File: src/include/tia_ball_params.svh
`ifndef TIA_BALL_PARAMS_SVH
`define TIA_BALL_PARAMS_SVH

// Register write addresses of the ball and the registers it shares.
`define ADDR_ENABL   6'h1F
`define ADDR_VDELBL  6'h27
`define ADDR_CTRLPF  6'h0A
`define ADDR_RESBL   6'h14
`define ADDR_HMBL    6'h24
`define ADDR_HMOVE   6'h2A
`define ADDR_HMCLR   6'h2B
`define ADDR_GRP1    6'h1C

`define LFSR_W       6
`define LINE_PIXELS  160        // Counting clocks in one full pass of the counter.
`define LFSR_END     6'b101101  // Fortieth state, the counter reloads after it.

// Index of the first drawn pixel, one LFSR state after the zero load.
`define DRAW_OFFSET  4

`endif

File: src/rtl/tia_ball_pkg.sv
`default_nettype none

`include "tia_ball_params.svh"

package tia_ball_pkg;

    typedef logic [`LFSR_W-1:0] lfsr_t;
    typedef logic [5:0]         reg_addr_t;
    typedef logic [7:0]         reg_data_t;
    typedef logic signed [3:0]  hmove_t;      // Two's complement motion value.
    typedef logic [1:0]         ball_size_t;  // Width 1, 2, 4 or 8 pixels.

    // The four phases of the divided counting clock.
    typedef enum logic [1:0] {
        phi_a,
        phi_b,
        phi_c,
        phi_d
    } phase_t;

endpackage

`default_nettype wire

File: src/rtl/tia_ball_regs.sv
`timescale 1ns/100ps
`default_nettype none

`include "tia_ball_params.svh"

module tia_ball_regs (
    input  wire                      clkp,
    input  wire                      rst,
    input  wire                      we,
    input  wire tia_ball_pkg::reg_addr_t addr,
    input  wire tia_ball_pkg::reg_data_t data,
    output logic                     enabl_new,
    output logic                     vdelbl,
    output logic                     grp1_stb,
    output logic                     resbl_stb,
    output logic                     hmove_stb,
    output tia_ball_pkg::ball_size_t ball_size,
    output tia_ball_pkg::hmove_t     hmbl
);

    always_ff @(posedge clkp) begin
        if (rst) begin
            enabl_new <= 1'b0;
            vdelbl    <= 1'b0;
            ball_size <= '0;
            hmbl      <= '0;
            resbl_stb <= 1'b0;
            hmove_stb <= 1'b0;
            grp1_stb  <= 1'b0;
        end else begin
            resbl_stb <= 1'b0;  // Strobes last one cycle unless written again.
            hmove_stb <= 1'b0;
            grp1_stb  <= 1'b0;
            if (we) begin
                case (addr)
                    `ADDR_ENABL:  enabl_new <= data[1];
                    `ADDR_VDELBL: vdelbl    <= data[0];
                    `ADDR_CTRLPF: ball_size <= data[5:4];
                    `ADDR_HMBL:   hmbl      <= data[7:4];
                    `ADDR_HMCLR:  hmbl      <= '0;
                    `ADDR_RESBL:  resbl_stb <= 1'b1;
                    `ADDR_HMOVE:  hmove_stb <= 1'b1;
                    `ADDR_GRP1:   grp1_stb  <= 1'b1;  // Data is ignored here.
                    default: ;
                endcase
            end
        end
    end

endmodule

`default_nettype wire

File: src/rtl/tia_biphase_clock.sv
`timescale 1ns/100ps
`default_nettype none

module tia_biphase_clock (
    input  wire                  clkp,
    input  wire                  rst,
    input  wire                  restart,
    input  wire                  cnt_en,
    output tia_ball_pkg::phase_t phase,
    output logic                 step
);

    import tia_ball_pkg::*;

    phase_t phase_next;

    always_comb begin
        case (phase)
            phi_a:   phase_next = phi_b;
            phi_b:   phase_next = phi_c;
            phi_c:   phase_next = phi_d;
            default: phase_next = phi_a;
        endcase
    end

    always_ff @(posedge clkp) begin
        if (rst || restart) begin
            phase <= phi_a;
        end else if (cnt_en) begin
            phase <= phase_next;
        end
    end

    // One step per four counting clocks, on the wrap from phi_d back to phi_a.
    // A restart wins over the step.
    assign step = cnt_en & ~restart & (phase == phi_d);

endmodule

`default_nettype wire

File: src/rtl/tia_ball_position_counter.sv
`timescale 1ns/100ps
`default_nettype none

`include "tia_ball_params.svh"

module tia_ball_position_counter (
    input  wire                  clkp,
    input  wire                  rst,
    input  wire                  hblank,
    input  wire                  extra_clk,
    input  wire                  resbl_stb,
    output logic                 start,
    output tia_ball_pkg::phase_t phase,
    output logic                 cnt_en
);

    import tia_ball_pkg::*;

    lfsr_t lfsr;
    logic  step;
    logic  lfsr_end;
    logic  lfsr_err;
    logic  lfsr_fb;

    // The counter runs through the visible line, and during blanking only
    // on the extra clocks from the motion block.
    assign cnt_en = ~hblank | extra_clk;

    tia_biphase_clock biphase_i (
        .clkp    (clkp),
        .rst     (rst),
        .restart (resbl_stb),
        .cnt_en  (cnt_en),
        .phase   (phase),
        .step    (step)
    );

    assign lfsr_end = (lfsr == `LFSR_END);
    assign lfsr_err = &lfsr;  // Never reached from zero.
    assign lfsr_fb  = ~(lfsr[`LFSR_W-1] ^ lfsr[`LFSR_W-2]);

    // Forty states from zero to the end code, four counting clocks each.
    always_ff @(posedge clkp) begin
        if (rst || resbl_stb) begin
            lfsr <= '0;
        end else if (step) begin
            if (lfsr_end || lfsr_err) begin
                lfsr <= '0;
            end else begin
                lfsr <= {lfsr[`LFSR_W-2:0], lfsr_fb};
            end
        end
    end

    // Set for the state that follows the zero load, which covers pixels
    // DRAW_OFFSET to DRAW_OFFSET plus 3.
    always_ff @(posedge clkp) begin
        if (rst || resbl_stb) begin
            start <= 1'b0;
        end else if (step) begin
            start <= (lfsr == '0);
        end
    end

endmodule

`default_nettype wire

File: src/rtl/tia_ball_motion.sv
`timescale 1ns/100ps
`default_nettype none

module tia_ball_motion (
    input  wire                  clkp,
    input  wire                  rst,
    input  wire                  hblank,
    input  wire                  hmove_stb,
    input  wire tia_ball_pkg::hmove_t hmbl,
    output logic                 extra_clk
);

    logic [3:0] pending;  // Extra counting clocks still owed.
    logic [1:0] gap_cnt;  // Cycles left before the next pulse may go out.

    // A pulse waits while the line is visible.
    assign extra_clk = hblank & (pending != 4'd0) & (gap_cnt == 2'd0);

    always_ff @(posedge clkp) begin
        if (rst) begin
            pending <= 4'd0;
            gap_cnt <= 2'd0;
        end else if (hmove_stb) begin
            // Flipping the sign bit adds 8, so -8 to 7 maps onto 0 to 15.
            pending <= hmbl ^ 4'b1000;
            gap_cnt <= 2'd0;
        end else if (extra_clk) begin
            pending <= pending - 4'd1;
            gap_cnt <= 2'd3;
        end else if (gap_cnt != 2'd0) begin
            gap_cnt <= gap_cnt - 2'd1;
        end
    end

endmodule

`default_nettype wire

File: src/rtl/tia_ball_graphics.sv
`timescale 1ns/100ps
`default_nettype none

module tia_ball_graphics (
    input  wire                      clkp,
    input  wire                      rst,
    input  wire                      cnt_en,
    input  wire                      start,
    input  wire tia_ball_pkg::phase_t    phase,
    input  wire                      enabl_new,
    input  wire                      vdelbl,
    input  wire                      grp1_stb,
    input  wire tia_ball_pkg::ball_size_t ball_size,
    output logic                     bl
);

    import tia_ball_pkg::*;

    logic enabl_old;
    logic start_d;
    logic eff_en;
    logic in_win;

    // Vertical delay copy, taken when player 1 graphics are written.
    always_ff @(posedge clkp) begin
        if (rst) begin
            enabl_old <= 1'b0;
        end else if (grp1_stb) begin
            enabl_old <= enabl_new;
        end
    end

    // High for the LFSR state after start, the second half of the wide ball.
    always_ff @(posedge clkp) begin
        if (rst) begin
            start_d <= 1'b0;
        end else if (cnt_en && phase == phi_d) begin
            start_d <= start;
        end
    end

    assign eff_en = vdelbl ? enabl_old : enabl_new;

    always_comb begin
        case (ball_size)
            2'd0:    in_win = start & (phase == phi_a);
            2'd1:    in_win = start & (phase == phi_a || phase == phi_b);
            2'd2:    in_win = start;
            default: in_win = start | start_d;
        endcase
    end

    always_ff @(posedge clkp) begin
        if (rst) begin
            bl <= 1'b0;
        end else begin
            bl <= cnt_en & in_win & eff_en;  // No pixel without a counting clock.
        end
    end

endmodule

`default_nettype wire

File: src/rtl/tia_ball.sv
`timescale 1ns/100ps
`default_nettype none

module tia_ball (
    input  wire                      clkp,
    input  wire                      rst,
    input  wire                      we,
    input  wire tia_ball_pkg::reg_addr_t addr,
    input  wire tia_ball_pkg::reg_data_t data,
    input  wire                      hblank,
    output logic                     bl
);

    import tia_ball_pkg::*;

    logic       enabl_new;
    logic       vdelbl;
    logic       grp1_stb;
    logic       resbl_stb;
    logic       hmove_stb;
    ball_size_t ball_size;
    hmove_t     hmbl;
    logic       extra_clk;
    logic       start;
    phase_t     phase;
    logic       cnt_en;

    tia_ball_regs regs_i (
        .clkp      (clkp),
        .rst       (rst),
        .we        (we),
        .addr      (addr),
        .data      (data),
        .enabl_new (enabl_new),
        .vdelbl    (vdelbl),
        .grp1_stb  (grp1_stb),
        .resbl_stb (resbl_stb),
        .hmove_stb (hmove_stb),
        .ball_size (ball_size),
        .hmbl      (hmbl)
    );

    tia_ball_position_counter position_i (
        .clkp      (clkp),
        .rst       (rst),
        .hblank    (hblank),
        .extra_clk (extra_clk),
        .resbl_stb (resbl_stb),
        .start     (start),
        .phase     (phase),
        .cnt_en    (cnt_en)
    );

    tia_ball_motion motion_i (
        .clkp      (clkp),
        .rst       (rst),
        .hblank    (hblank),
        .hmove_stb (hmove_stb),
        .hmbl      (hmbl),
        .extra_clk (extra_clk)
    );

    tia_ball_graphics graphics_i (
        .clkp      (clkp),
        .rst       (rst),
        .cnt_en    (cnt_en),
        .start     (start),
        .phase     (phase),
        .enabl_new (enabl_new),
        .vdelbl    (vdelbl),
        .grp1_stb  (grp1_stb),
        .ball_size (ball_size),
        .bl        (bl)
    );

endmodule

`default_nettype wire

File: config.mk
export PLATFORM = sky130hd
export DESIGN_NAME = tia_ball
export DESIGN_NICKNAME = d
export VERILOG_FILES = /design/src/rtl/tia_ball_pkg.sv /design/src/rtl/tia_ball_regs.sv /design/src/rtl/tia_biphase_clock.sv /design/src/rtl/tia_ball_position_counter.sv /design/src/rtl/tia_ball_motion.sv /design/src/rtl/tia_ball_graphics.sv /design/src/rtl/tia_ball.sv
export VERILOG_INCLUDE_DIRS = /design/src /design/src/include
export SDC_FILE = /design/constraint.sdc
export NUM_CORES = 1
export LEC_CHECK = 0
export BUFFER_PORTS_ARGS = -buffer_cell sky130_fd_sc_hd__buf_2
export CAP_MARGIN = 20
export CORE_UTILIZATION = 33
export CTS_BUF_LIST = sky130_fd_sc_hd__clkbuf_8
export CTS_CLUSTER_SIZE = 40
export DETAILED_ROUTE_END_ITERATION = 6
export PLACE_DENSITY = 0.52
export SETUP_SLACK_MARGIN = 0.5
export SLEW_MARGIN = 20
export SYNTH_ARGS = -nofsm -noshare
export SYNTH_HDL_FRONTEND = slang
export SYNTH_HIERARCHICAL = 1
export SYNTH_SLANG_ARGS = --single-unit
File: constraint.sdc
create_clock -name clkp -period 2 [get_ports clkp]
set_input_delay 0.4 -clock clkp [delete_from_list [all_inputs] [get_ports clkp]]
set_output_delay 0.4 -clock clkp [all_outputs]
set_load 0.01 [all_outputs]
# ---- Word-level counts from Yosys, hierarchy flattened
# Cells that the tools add are included.
dict set report totals {
  regBits 29
  inputBits 18
  output_inout_bits 1
}
dict set report op_classes {
  add_sub_neg 2
  n_eq_ne 14
  muxes 12
  bitwise 16
  n_reduce_logical 20
}
# cell n
set ops {}
lappend ops {{$eq A6 B6 Y1 const B} 5}
lappend ops {{$eq A6 B5 Y1 const B} 3}
lappend ops {{$and A1 B1 Y1} 8}
lappend ops {{$mux W4} 2}
lappend ops {{$pmux W4 S2} 1}
lappend ops {{$reduce_and A2 Y1} 4}
lappend ops {{$reduce_bool A2 Y1} 4}
lappend ops {{$eq A2 B2 Y1 const B} 3}
lappend ops {{$eq A6 B4 Y1 const B} 1}
lappend ops {{$logic_not A2 Y1} 3}
lappend ops {{$logic_not A6 Y1} 1}
lappend ops {{$mux W6} 1}
lappend ops {{$pmux W2 S3} 1}
lappend ops {{$reduce_and A6 Y1} 1}
lappend ops {{$not A1 Y1} 5}
lappend ops {{$eq A2 B1 Y1 const B} 2}
lappend ops {{$mux W1} 4}
lappend ops {{$mux W2} 2}
lappend ops {{$reduce_bool A4 Y1} 1}
lappend ops {{$reduce_or A2 Y1} 2}
lappend ops {{$sub A4 B1 Y4 const B} 1}
lappend ops {{$logic_or A1 B1 Y1} 3}
lappend ops {{$pmux W1 S3} 1}
lappend ops {{$or A1 B1 Y1} 2}
lappend ops {{other kinds (3)} 3}

# ---- Longest topological paths before layout
# Gate-level depths: netlist (run 1).
dict set report depth {
  ltp_word 6
  ltp_mapped 11
}

# ---- Modules after synthesis
# Netlist (run 1), hierarchy kept.
# mod instances cells_per_inst area_each_um2 seq_area_each_um2
set modules_own_cells {}
lappend modules_own_cells {tia_ball_regs 1 58 559.3 220.2}
lappend modules_own_cells {tia_ball_motion 1 42 360.3 120.1}
lappend modules_own_cells {tia_ball_position_counter 1 35 347.8 140.1}
lappend modules_own_cells {tia_ball_graphics 1 16 147.6 60.1}
lappend modules_own_cells {tia_biphase_clock 1 14 136.4 40.0}

# ---- Least setup slack after synthesis (run 1)
# Ideal clock, no wire load.
dict set report synth_path {
  path_type {register -> register}
  from {register motion_i.pending[0]}
  to {register position_i.start}
  arrival_ps 1997
  t_required_ps 1930
  slack_ps -67
  path_stages_with_launch 12
  path_buffers 1
  synth_period_minus_slack_ps 2067
  path_cell_list {dfxtp_1 -> inv_1 -> ha_1 -> nor3b_1 -> nor2_1 -> nand2b_1 -> nand2_1 -> nor2_1 -> clkbuf_1 -> inv_1 -> or3_1 -> a21oi_1}
}
dict set report synth_via {
  elab_chain_cells 6
}
# element line
set synth_rtl {}
lappend synth_rtl {{start: declaration} tia_ball_motion.sv:13} ;# logic [3:0] pending;
lappend synth_rtl {{start signal: assignment} tia_ball_motion.sv:25} ;# pending <= hmbl ^ 4'b1000;
lappend synth_rtl {{start signal: assignment} tia_ball_motion.sv:28} ;# pending <= pending - 4'd1;
lappend synth_rtl {{$reduce_bool A4 Y1} tia_ball_motion.sv:17} ;# assign extra_clk = hblank & (pending != 4'd0) & (gap_cnt == 2'd0);
lappend synth_rtl {{$and A1 B1 Y1 (2 in series)} tia_ball_motion.sv:17}
lappend synth_rtl {{named net extra_clk} tia_ball.sv:23} ;# logic extra_clk;
lappend synth_rtl {{$or A1 B1 Y1} tia_ball_position_counter.sv:27} ;# assign cnt_en = ~hblank | extra_clk;
lappend synth_rtl {{named net cnt_en} tia_ball.sv:26} ;# logic cnt_en;
lappend synth_rtl {{$and A1 B1 Y1 (2 in series)} tia_biphase_clock.sv:36} ;# assign step = cnt_en & ~restart & (phase == phi_d);
lappend synth_rtl {{named net position_i.step} tia_ball_position_counter.sv:20} ;# logic step;
lappend synth_rtl {{end signal: assignment} tia_ball_position_counter.sv:61} ;# start <= (lfsr == '0);
lappend synth_rtl {{end: declaration} tia_ball_position_counter.sv:12} ;# output logic start,
# The timed path passes the listed nets, and every way through them passes these cells.
# A chain may end at the register's enable or synchronous reset.

# ---- Final worst setup path (run 1)
dict set report layout_path {
  from {register motion_i.pending[0]}
  to {register position_i.lfsr[5]}
}
dict set report layout_via {
  elab_chain_cells 6
}
# element line
set layout_rtl {}
lappend layout_rtl {{$reduce_bool A4 Y1} tia_ball_motion.sv:17}
lappend layout_rtl {{$and A1 B1 Y1 (2 in series)} tia_ball_motion.sv:17}
lappend layout_rtl {{named net extra_clk} tia_ball.sv:23}
lappend layout_rtl {{$or A1 B1 Y1} tia_ball_position_counter.sv:27}
lappend layout_rtl {{named net cnt_en} tia_ball.sv:26}
lappend layout_rtl {{$and A1 B1 Y1 (2 in series)} tia_biphase_clock.sv:36}
lappend layout_rtl {{named net position_i.step} tia_ball_position_counter.sv:20}
lappend layout_rtl {{end signal: assignment} tia_ball_position_counter.sv:50} ;# lfsr <= {lfsr[`LFSR_W-2:0], lfsr_fb};
lappend layout_rtl {{end: declaration} tia_ball_position_counter.sv:19} ;# lfsr_t lfsr;
# The timed path passes the listed nets, and every way through them passes these cells.

==> results of run 1 <==
-- power groups by stage --
stage          clock network, mW  registers, mW  logic (mW)
3_3_place_gp                   0          0.648       0.310
6_report                   0.459          0.646       0.480
5_1_grt                    0.503          0.649       0.521
2_1_floorplan                  0          0.644       0.226
4_1_cts                    0.471          0.641       0.402
3_5_place_dp                   0          0.652       0.330
-- registers in the layout (all words and copies together), names as in the netlist --
| signal | count |
|---|---|
| graphics_i/bl | 1 |
| motion_i/pending | 4 |
| regs_i/vdelbl | 1 |
| graphics_i/enabl_old | 1 |
| regs_i/enabl_new | 1 |
| regs_i/hmbl | 4 |
| regs_i/ball_size | 2 |
| regs_i/grp1_stb | 1 |
| regs_i/hmove_stb | 1 |
| position_i/biphase_i/phase | 2 |
| position_i/start | 1 |
| graphics_i/start_d | 1 |
| position_i/lfsr | 6 |
| regs_i/resbl_stb | 1 |
| motion_i/gap_cnt | 2 |
-- per-layer routing --
metal / GRT usage, % / up-vias / part of all wire, %
li1: - / 700 / -
met4: 6.67 / 0 / 1.9
met5: 0 / - / 0
met1: 18.6 / 652 / 45
met3: 3.42 / 7 / 3.6
met2: 26.4 / 27 / 50
-- cells by family (layout without fill, tap and decap cells) --
family | count (synthesis) | in the layout | share of synthesized area [%]
adders and majority gates | 8 | 8 | 6.45
AOI/OAI and AO/OA | 35 | 35 | 17.6
and+or+nand+nor | 68 | 68 | 28.4
muxes | 10 | 10 | 6.53
buffers and inverters | 15 | 56 | 3.63
DFF | 29 | 29 | 37.4
-- final cells by class --
cell class	count	share of cell area (%)
clock buffers	5	3.32
clock inverters	3	0.664
inverters	13	2.47
multi-input cells	121	50.4
flip-flops and latches	29	28.2
well taps	52	3.14
repair buffers	35	11.8
-- critical path, delay by kind of cell (launching register included) --
family / cells / cell delay (ps)
adder cells (fa/ha/maj): 1 / 130
flip-flops: 1 / 330
AND/OR/NAND/NOR: 6 / 690
buffers and inverters: 4 / 440
AO/OA/AOI/OAI: 1 / 100
-- path summary, 6_finish.rpt --
| path | from | to |
|---|---|---|
| setup / recovery | motion_i/pending[0] | position_i/lfsr[5] |
| hold / removal | data[4] | regs_i/ball_size[0] |
| setup reg to reg | motion_i/pending[0] | position_i/lfsr[5] |
| hold reg to reg | regs_i/hmbl[0] | motion_i/pending[0] |
-- metrics by stage --
stage | util (%) | cell area, µm² | power, mW
6_report | 46.6 | 2070 | 1.58
5_1_grt | 46.6 | 2070 | 1.67
4_1_cts | 44.3 | 1970 | 1.51
3_5_place_dp | 39.4 | 1750 | 0.982
3_3_place_gp | 39.4 | 1750 | 0.958
2_1_floorplan | - | 1580 | 0.871
-- cell usage after synthesis, drive strengths merged (4+ instances only) --
| cell | instances |
|---|---|
| a21oi | 6 |
| a41o | 5 |
| dfxtp | 29 |
| ha | 8 |
| inv | 13 |
| mux2i | 9 |
| nand2 | 4 |
| nand2b | 6 |
| nand3 | 6 |
| nor2 | 11 |
| nor2b | 6 |
| nor3 | 5 |
| o21ai | 10 |
| or3 | 5 |
-- what timing repair did --
item | CTS | global route
pin swaps | 8 | 14
endpoints found under the setup margin | 10 | 15
setup buffers | 11 | 3
resized for setup | 13 | 18
==> impl_metrics.csv, run 1 <==
group,metric,value,unit
clock_tree,cts_tree,"yes",
route,viasPerCell,5.37,
die,rows,24,
global_routing,antenna_found_initial,0,
sta,fin_setup_tns,0,ps
clock_tree,htreeDepth,2,
yosys,synth_cell_type_count,49,
sta,finalHoldViolCount,0,
critical_path,crit_path_start_kind,"flop",
final_layout,layout-drive-gt1-share,36.4,%
power,switching_share,30.5,%
yosys,syn_nets,191,
die,chipWidth,70.6,µm
global_routing,grt_pass1_wl,6030,µm
yosys,syn_inst,165,
die,ioPinCount,19,
critical_path,rrSetupSlack,250,ps
final_layout,n_antenna_cell,0,
outcome,violations,"DRC",
die,core_area,4440,µm²
sta,skew,10.7,ps
power,seqPwrFrac,40.8,%
final_layout,multi_input_area,1040,µm²
power,p_per_area,764,nW/µm²
critical_path,arrival,1970,ps
sta,setup_viol,0,
final_layout,layoutNonFillerInstCount,258,
power,power.leakage,0.842,nW
critical_path,slowest_delay,330,ps
power,p_clk_share,29.0,%
worst_hold_path,min_path_type,"in2reg",
route,final_antenna_net_count,0,
critical_path,r2r_cells,12,
yosys,synth_top_cell_area_share,37.4,%
power,intPower,1.10,mW
clock_tree,hold_buffers,0,
yosys,synth_edf_count,0,
route,drt_iter0_markers,62,
clock_tree,clock_latency,280,ps
yosys,synth-seq-area-share,37.4,%
route,drc,2,
final_layout,final_cell_mix,"26 x dfxtp_1, 16 x buf_2, 14 x buf_4",
critical_path,crit_slowest_cell,"dfxtp_2",
critical_path,cp_cell_sequence,"inv_2, ha_4, nor3b_4, nor2_4, nand2b_4, nand2_2, nor2_1, buf_4, buf_6, buf_8, nor3_2, a41o_1",
yosys,yosysWarnings,6,
critical_path,cp-end-kind,"flop",
sta,slew_headroom,64.3,%
placed_design,dp.cells,236,
yosys,async_reset_ff_share,0,%
global_routing,grt_pass1_vias,1298,
sta,fin_ws,246,ps
yosys,synthTopCellsByArea,"dfxtp_1 37%, ha_1 6.5%, mux2i_1 5.8%, inv_1 3.1%, nor2_1 2.7%",
sta,tightest_slew,534,ps
yosys,synth.avg_cell_area,9.40,µm²
clock_tree,cts.path.max_buffers,2,
outcome,status,"complete, but fails checks",
placed_design,dp_hpwl,2440,µm
route,vias,1386,
die,die_h,70.6,µm
final_layout,final_common_cell,"dfxtp_1",
power,peakVddDrop,0.350,mV
yosys,ys_ff_latch,29,
global_routing,gr-total-overflow,0,
clock_tree,root_buffer,"clkbuf_8",
run,maxCapViolations,0,
die,dieArea,4980,µm²
global_routing,grt_start_max_net_pins,18,
route,drt_wl_total,3670,µm
power,power.switching,0.483,mW
yosys,yosys.area.top_type,"dfxtp_1",
route,first_pass_iters,6,
yosys,syn-cell-area,1550,µm²
final_layout,layout.area.seq,584,µm²
placed_design,place_congestion,0.771,
critical_path,worstPathMaxFanout,7,
sta,fin_crit_sh,87.7,%
final_layout,fillCellCount,443,
global_routing,grtUsageTotal,15.4,%
placed_design,post-place-ws,55.8,ps
sta,fmax,570,MHz
sta,fin_crit,1750,ps
worst_hold_path,hold_depth,3,
clock_tree,cts.sinks,29,
power,power_frac_comb,30.3,%
final_layout,nets,231,
die,start_util,34.9,%
route,wl_per_cell,14.2,µm
clock_tree,clk_pin_slew,60,ps
sta,finalMaxSlewViolations,0,
sta,rsz0062_at_grt,"true",
critical_path,worstPathRequired,2220,ps
placed_design,io_buffers,16,
yosys,yosys_most_used_dff,"dfxtp_1",
sta,whs,391,ps
critical_path,path_class,"reg2reg",
clock_tree,cts_buffers,5,
final_layout,area_growth,33.6,%
No activity file was read; power rests on OpenSTA's default activity.
==> inputs of run 2 (changes only) <==
--- a/config.mk
+++ b/config.mk
@@ -6,13 +6,14 @@
 export SDC_FILE = /design/constraint.sdc
 export NUM_CORES = 1
 export LEC_CHECK = 0
+export ABC_AREA = 1
 export BUFFER_PORTS_ARGS = -buffer_cell sky130_fd_sc_hd__buf_2
 export CAP_MARGIN = 20
 export CORE_UTILIZATION = 33
 export CTS_BUF_LIST = sky130_fd_sc_hd__clkbuf_8
 export CTS_CLUSTER_SIZE = 40
 export DETAILED_ROUTE_END_ITERATION = 6
-export PLACE_DENSITY = 0.52
+export PLACE_DENSITY = 0.5
 export SETUP_SLACK_MARGIN = 0.5
 export SLEW_MARGIN = 20
 export SYNTH_ARGS = -nofsm -noshare
==> constraint.sdc (replaced) <==
create_clock -name clkp -period 1.8 [get_ports clkp]
set_input_delay 0.36 -clock clkp [delete_from_list [all_inputs] [get_ports clkp]]
set_output_delay 0.36 -clock clkp [all_outputs]
set_load 0.01 [all_outputs]
==> run 2 against run 1 <==
The run now ends clean. Synthesized cell count is 39% higher. Routed wire length is 11% lower. Via count is 1.0% higher. Clock skew is 3.3 ps lower. Die area is 1.6% higher. Flip-flop and latch count stayed put. Utilization is 2.3 points lower. Area after synthesis is 1.6% higher. Worst hold slack worse by 110 ps. Global-route usage is 1.3 points lower. Largest cell class unchanged. Largest power group is now combinational logic.
==> impl_metrics.csv, run 2 <==
group,metric,value,unit
yosys,syn-cell-area,1580,µm²
die,start_util,35.2,%
global_routing,grtUsageTotal,14.1,%
route,vias,1400,
power,p_per_area,1080,nW/µm²
yosys,yosys_most_used_dff,"dfxtp_1",
global_routing,grt_pass1_wl,5510,µm
final_layout,final_cell_mix,"45 x nand2_1, 37 x nor2_1, 27 x dfxtp_1",
final_layout,nets,289,
yosys,ys_ff_latch,29,
global_routing,grt_pass1_vias,1302,
sta,finalHoldViolCount,0,
power,peakVddDrop,0.347,mV
die,rows,24,
placed_design,io_buffers,16,
yosys,synth_cell_type_count,24,
clock_tree,root_buffer,"clkbuf_8",
run,maxCapViolations,0,
yosys,syn_nets,255,
placed_design,dp_hpwl,2310,µm
final_layout,layout.area.seq,583,µm²
sta,fmax,708,MHz
critical_path,crit_slowest_cell,"dfxtp_2",
die,dieArea,5060,µm²
yosys,async_reset_ff_share,0,%
sta,fin_setup_tns,0,ps
clock_tree,cts.path.max_buffers,2,
sta,tightest_slew,283,ps
route,viasPerCell,4.43,
critical_path,crit_path_start_kind,"flop",
yosys,synthTopCellsByCount,"47 x nand2_1, 38 x nor2_1, 31 x inv_1",
critical_path,worstPathMaxFanout,10,
worst_hold_path,min_path_type,"in2reg",
yosys,yosysMostFrequentCell,"nand2_1",
route,final_antenna_net_count,0,
clock_tree,cts.sinks,29,
clock_tree,cts_buffers,5,
die,die_h,71.1,µm
sta,finalMaxSlewViolations,0,
sta,rsz0062_at_grt,"true",
global_routing,grt_start_max_net_pins,12,
critical_path,critPathBufInv,4,
critical_path,worstPathRequired,2020,ps
yosys,synth_top_cell_area_share,36.8,%
sta,skew,7.36,ps
final_layout,n_antenna_cell,0,
final_layout,layout-drive-gt1-share,28.8,%
yosys,synth-seq-area-share,36.8,%
final_layout,area_growth,25.8,%
route,drc,0,
die,ioPinCount,19,
critical_path,cp-end-kind,"flop",
sta,fin_ws,387,ps
placed_design,place_congestion,0.813,
die,chipWidth,71.1,µm
yosys,synth.avg_cell_area,6.88,µm²
clock_tree,htreeDepth,2,
critical_path,slowest_delay,330,ps
final_layout,fin_util,44.3,%
final_layout,largest_reg_flops,6,
global_routing,antenna_found_initial,0,
sta,fin_crit_sh,78.5,%
clock_tree,cts_tree,"yes",
route,drt_iter0_markers,28,
critical_path,arrival,1630,ps
sta,setup_viol,0,
yosys,synthTopCellsByArea,"dfxtp_1 37%, nand2_1 11%, nor2_1 9.0%, inv_1 7.4%, ha_1 6.3%",
route,wl_per_cell,10.3,µm
final_layout,final_common_cell,"nand2_1",
critical_path,critPathTopFamily,"simple AND/OR/NAND/NOR gates",
clock_tree,hold_buffers,0,
final_layout,multi_input_area,923,µm²
clock_tree,clock_latency,270,ps
power,power.leakage,0.930,nW
final_layout,fillCellCount,483,
yosys,yosys.area.top_type,"dfxtp_1",
outcome,status,"finished, final reports clean",
clock_tree,clk_pin_slew,60,ps
critical_path,cp_cell_sequence,"inv_2, ha_4, nand2_4, nand3_4, inv_2, inv_2, nand2_4, nand2_4, nor2_4, buf_12, o21ai_1, a21oi_2",
final_layout,top_regs,"position_i/lfsr x6, motion_i/pending x4, regs_i/hmbl x4",
final_layout,largest_register,"position_i/lfsr",
placed_design,post-place-ws,208,ps
route,drt_wl_total,3260,µm
sta,fin_crit,1410,ps
yosys,syn_inst,229,
yosys,yosysWarnings,6,
global_routing,gr-total-overflow,0,
route,first_pass_iters,4,
sta,slew_headroom,81.0,%
die,core_area,4470,µm²
critical_path,path_class,"reg2reg",
yosys,synth_edf_count,0,
-- run 2: layout make-up --
class | instances | share of cell area (%)
Multi-Input combinational cell | 164 | 46.6
Clock buffer | 5 | 3.47
Timing Repair Buffer | 29 | 10.2
Clock inverter | 3 | 0.694
Tap cell | 52 | 3.28
Inverter | 34 | 6.44
Sequential cell | 29 | 29.4
-- run 2: power by group --
| part | internal (mW) | total (mW) | switching (mW) |
|---|---|---|---|
| Clock | 0.261 | 0.498 | 0.237 |
| Sequential | 0.724 | 0.787 | 0.0632 |
| Combinational | 0.415 | 0.863 | 0.448 |
| Total | 1.40 | 2.15 | 0.748 |
-- run 2: through the flow --
step           cell area [µm²]  cells  hold slack (ps)  power [mW]
6_report                  1980    316              285        2.15
3_3_place_gp              1800    299              452        1.51
5_1_grt                   1980    316              277        2.35
2_1_floorplan             1630    229              415        1.35
4_1_cts                   1920    311              275        2.10
3_5_place_dp              1800    299              443        1.51
-- run 2: cell families after synthesis --
family	count (synthesis)	synth area share [%]
AOI/OAI and AO/OA	30	11.2
DFF	29	36.8
and+or+nand+nor	126	36.7
adders and majority gates	8	6.35
buffers and inverters	36	8.89
-- run 2: metal layers --
layer,global-route usage (%),vias to the layer above,routed length (µm)
met1,17.8,596,1640
met5,0,-,0
li1,-,794,-
met3,3.42,2,67
met4,6.67,0,29
met2,22.6,8,1520
-- run 2: repair_timing --
| action | 4_1_cts | 5_1_grt |
|---|---|---|
| setup buffers | 4 | 5 |
| pin swaps | 1 | 6 |
| hold endpoints to repair | 0 | 0 |
| gates resized for setup | 4 | 6 |
| gates cloned | 0 | 0 |
| setup endpoints to repair | 10 | 11 |
-- run 2: worst paths after layout --
check | slack (ps) | depth (start not counted) | startpoint | end
setup / recovery | 390 | 12 | motion_i/pending[1] | position_i/lfsr[5]
hold / removal | 280 | 2 | addr[5] | regs_i/resbl_stb
setup reg to reg | 390 | 12 | motion_i/pending[1] | position_i/lfsr[5]
hold reg to reg | 470 | 2 | motion_i/gap_cnt[0] | motion_i/gap_cnt[0]
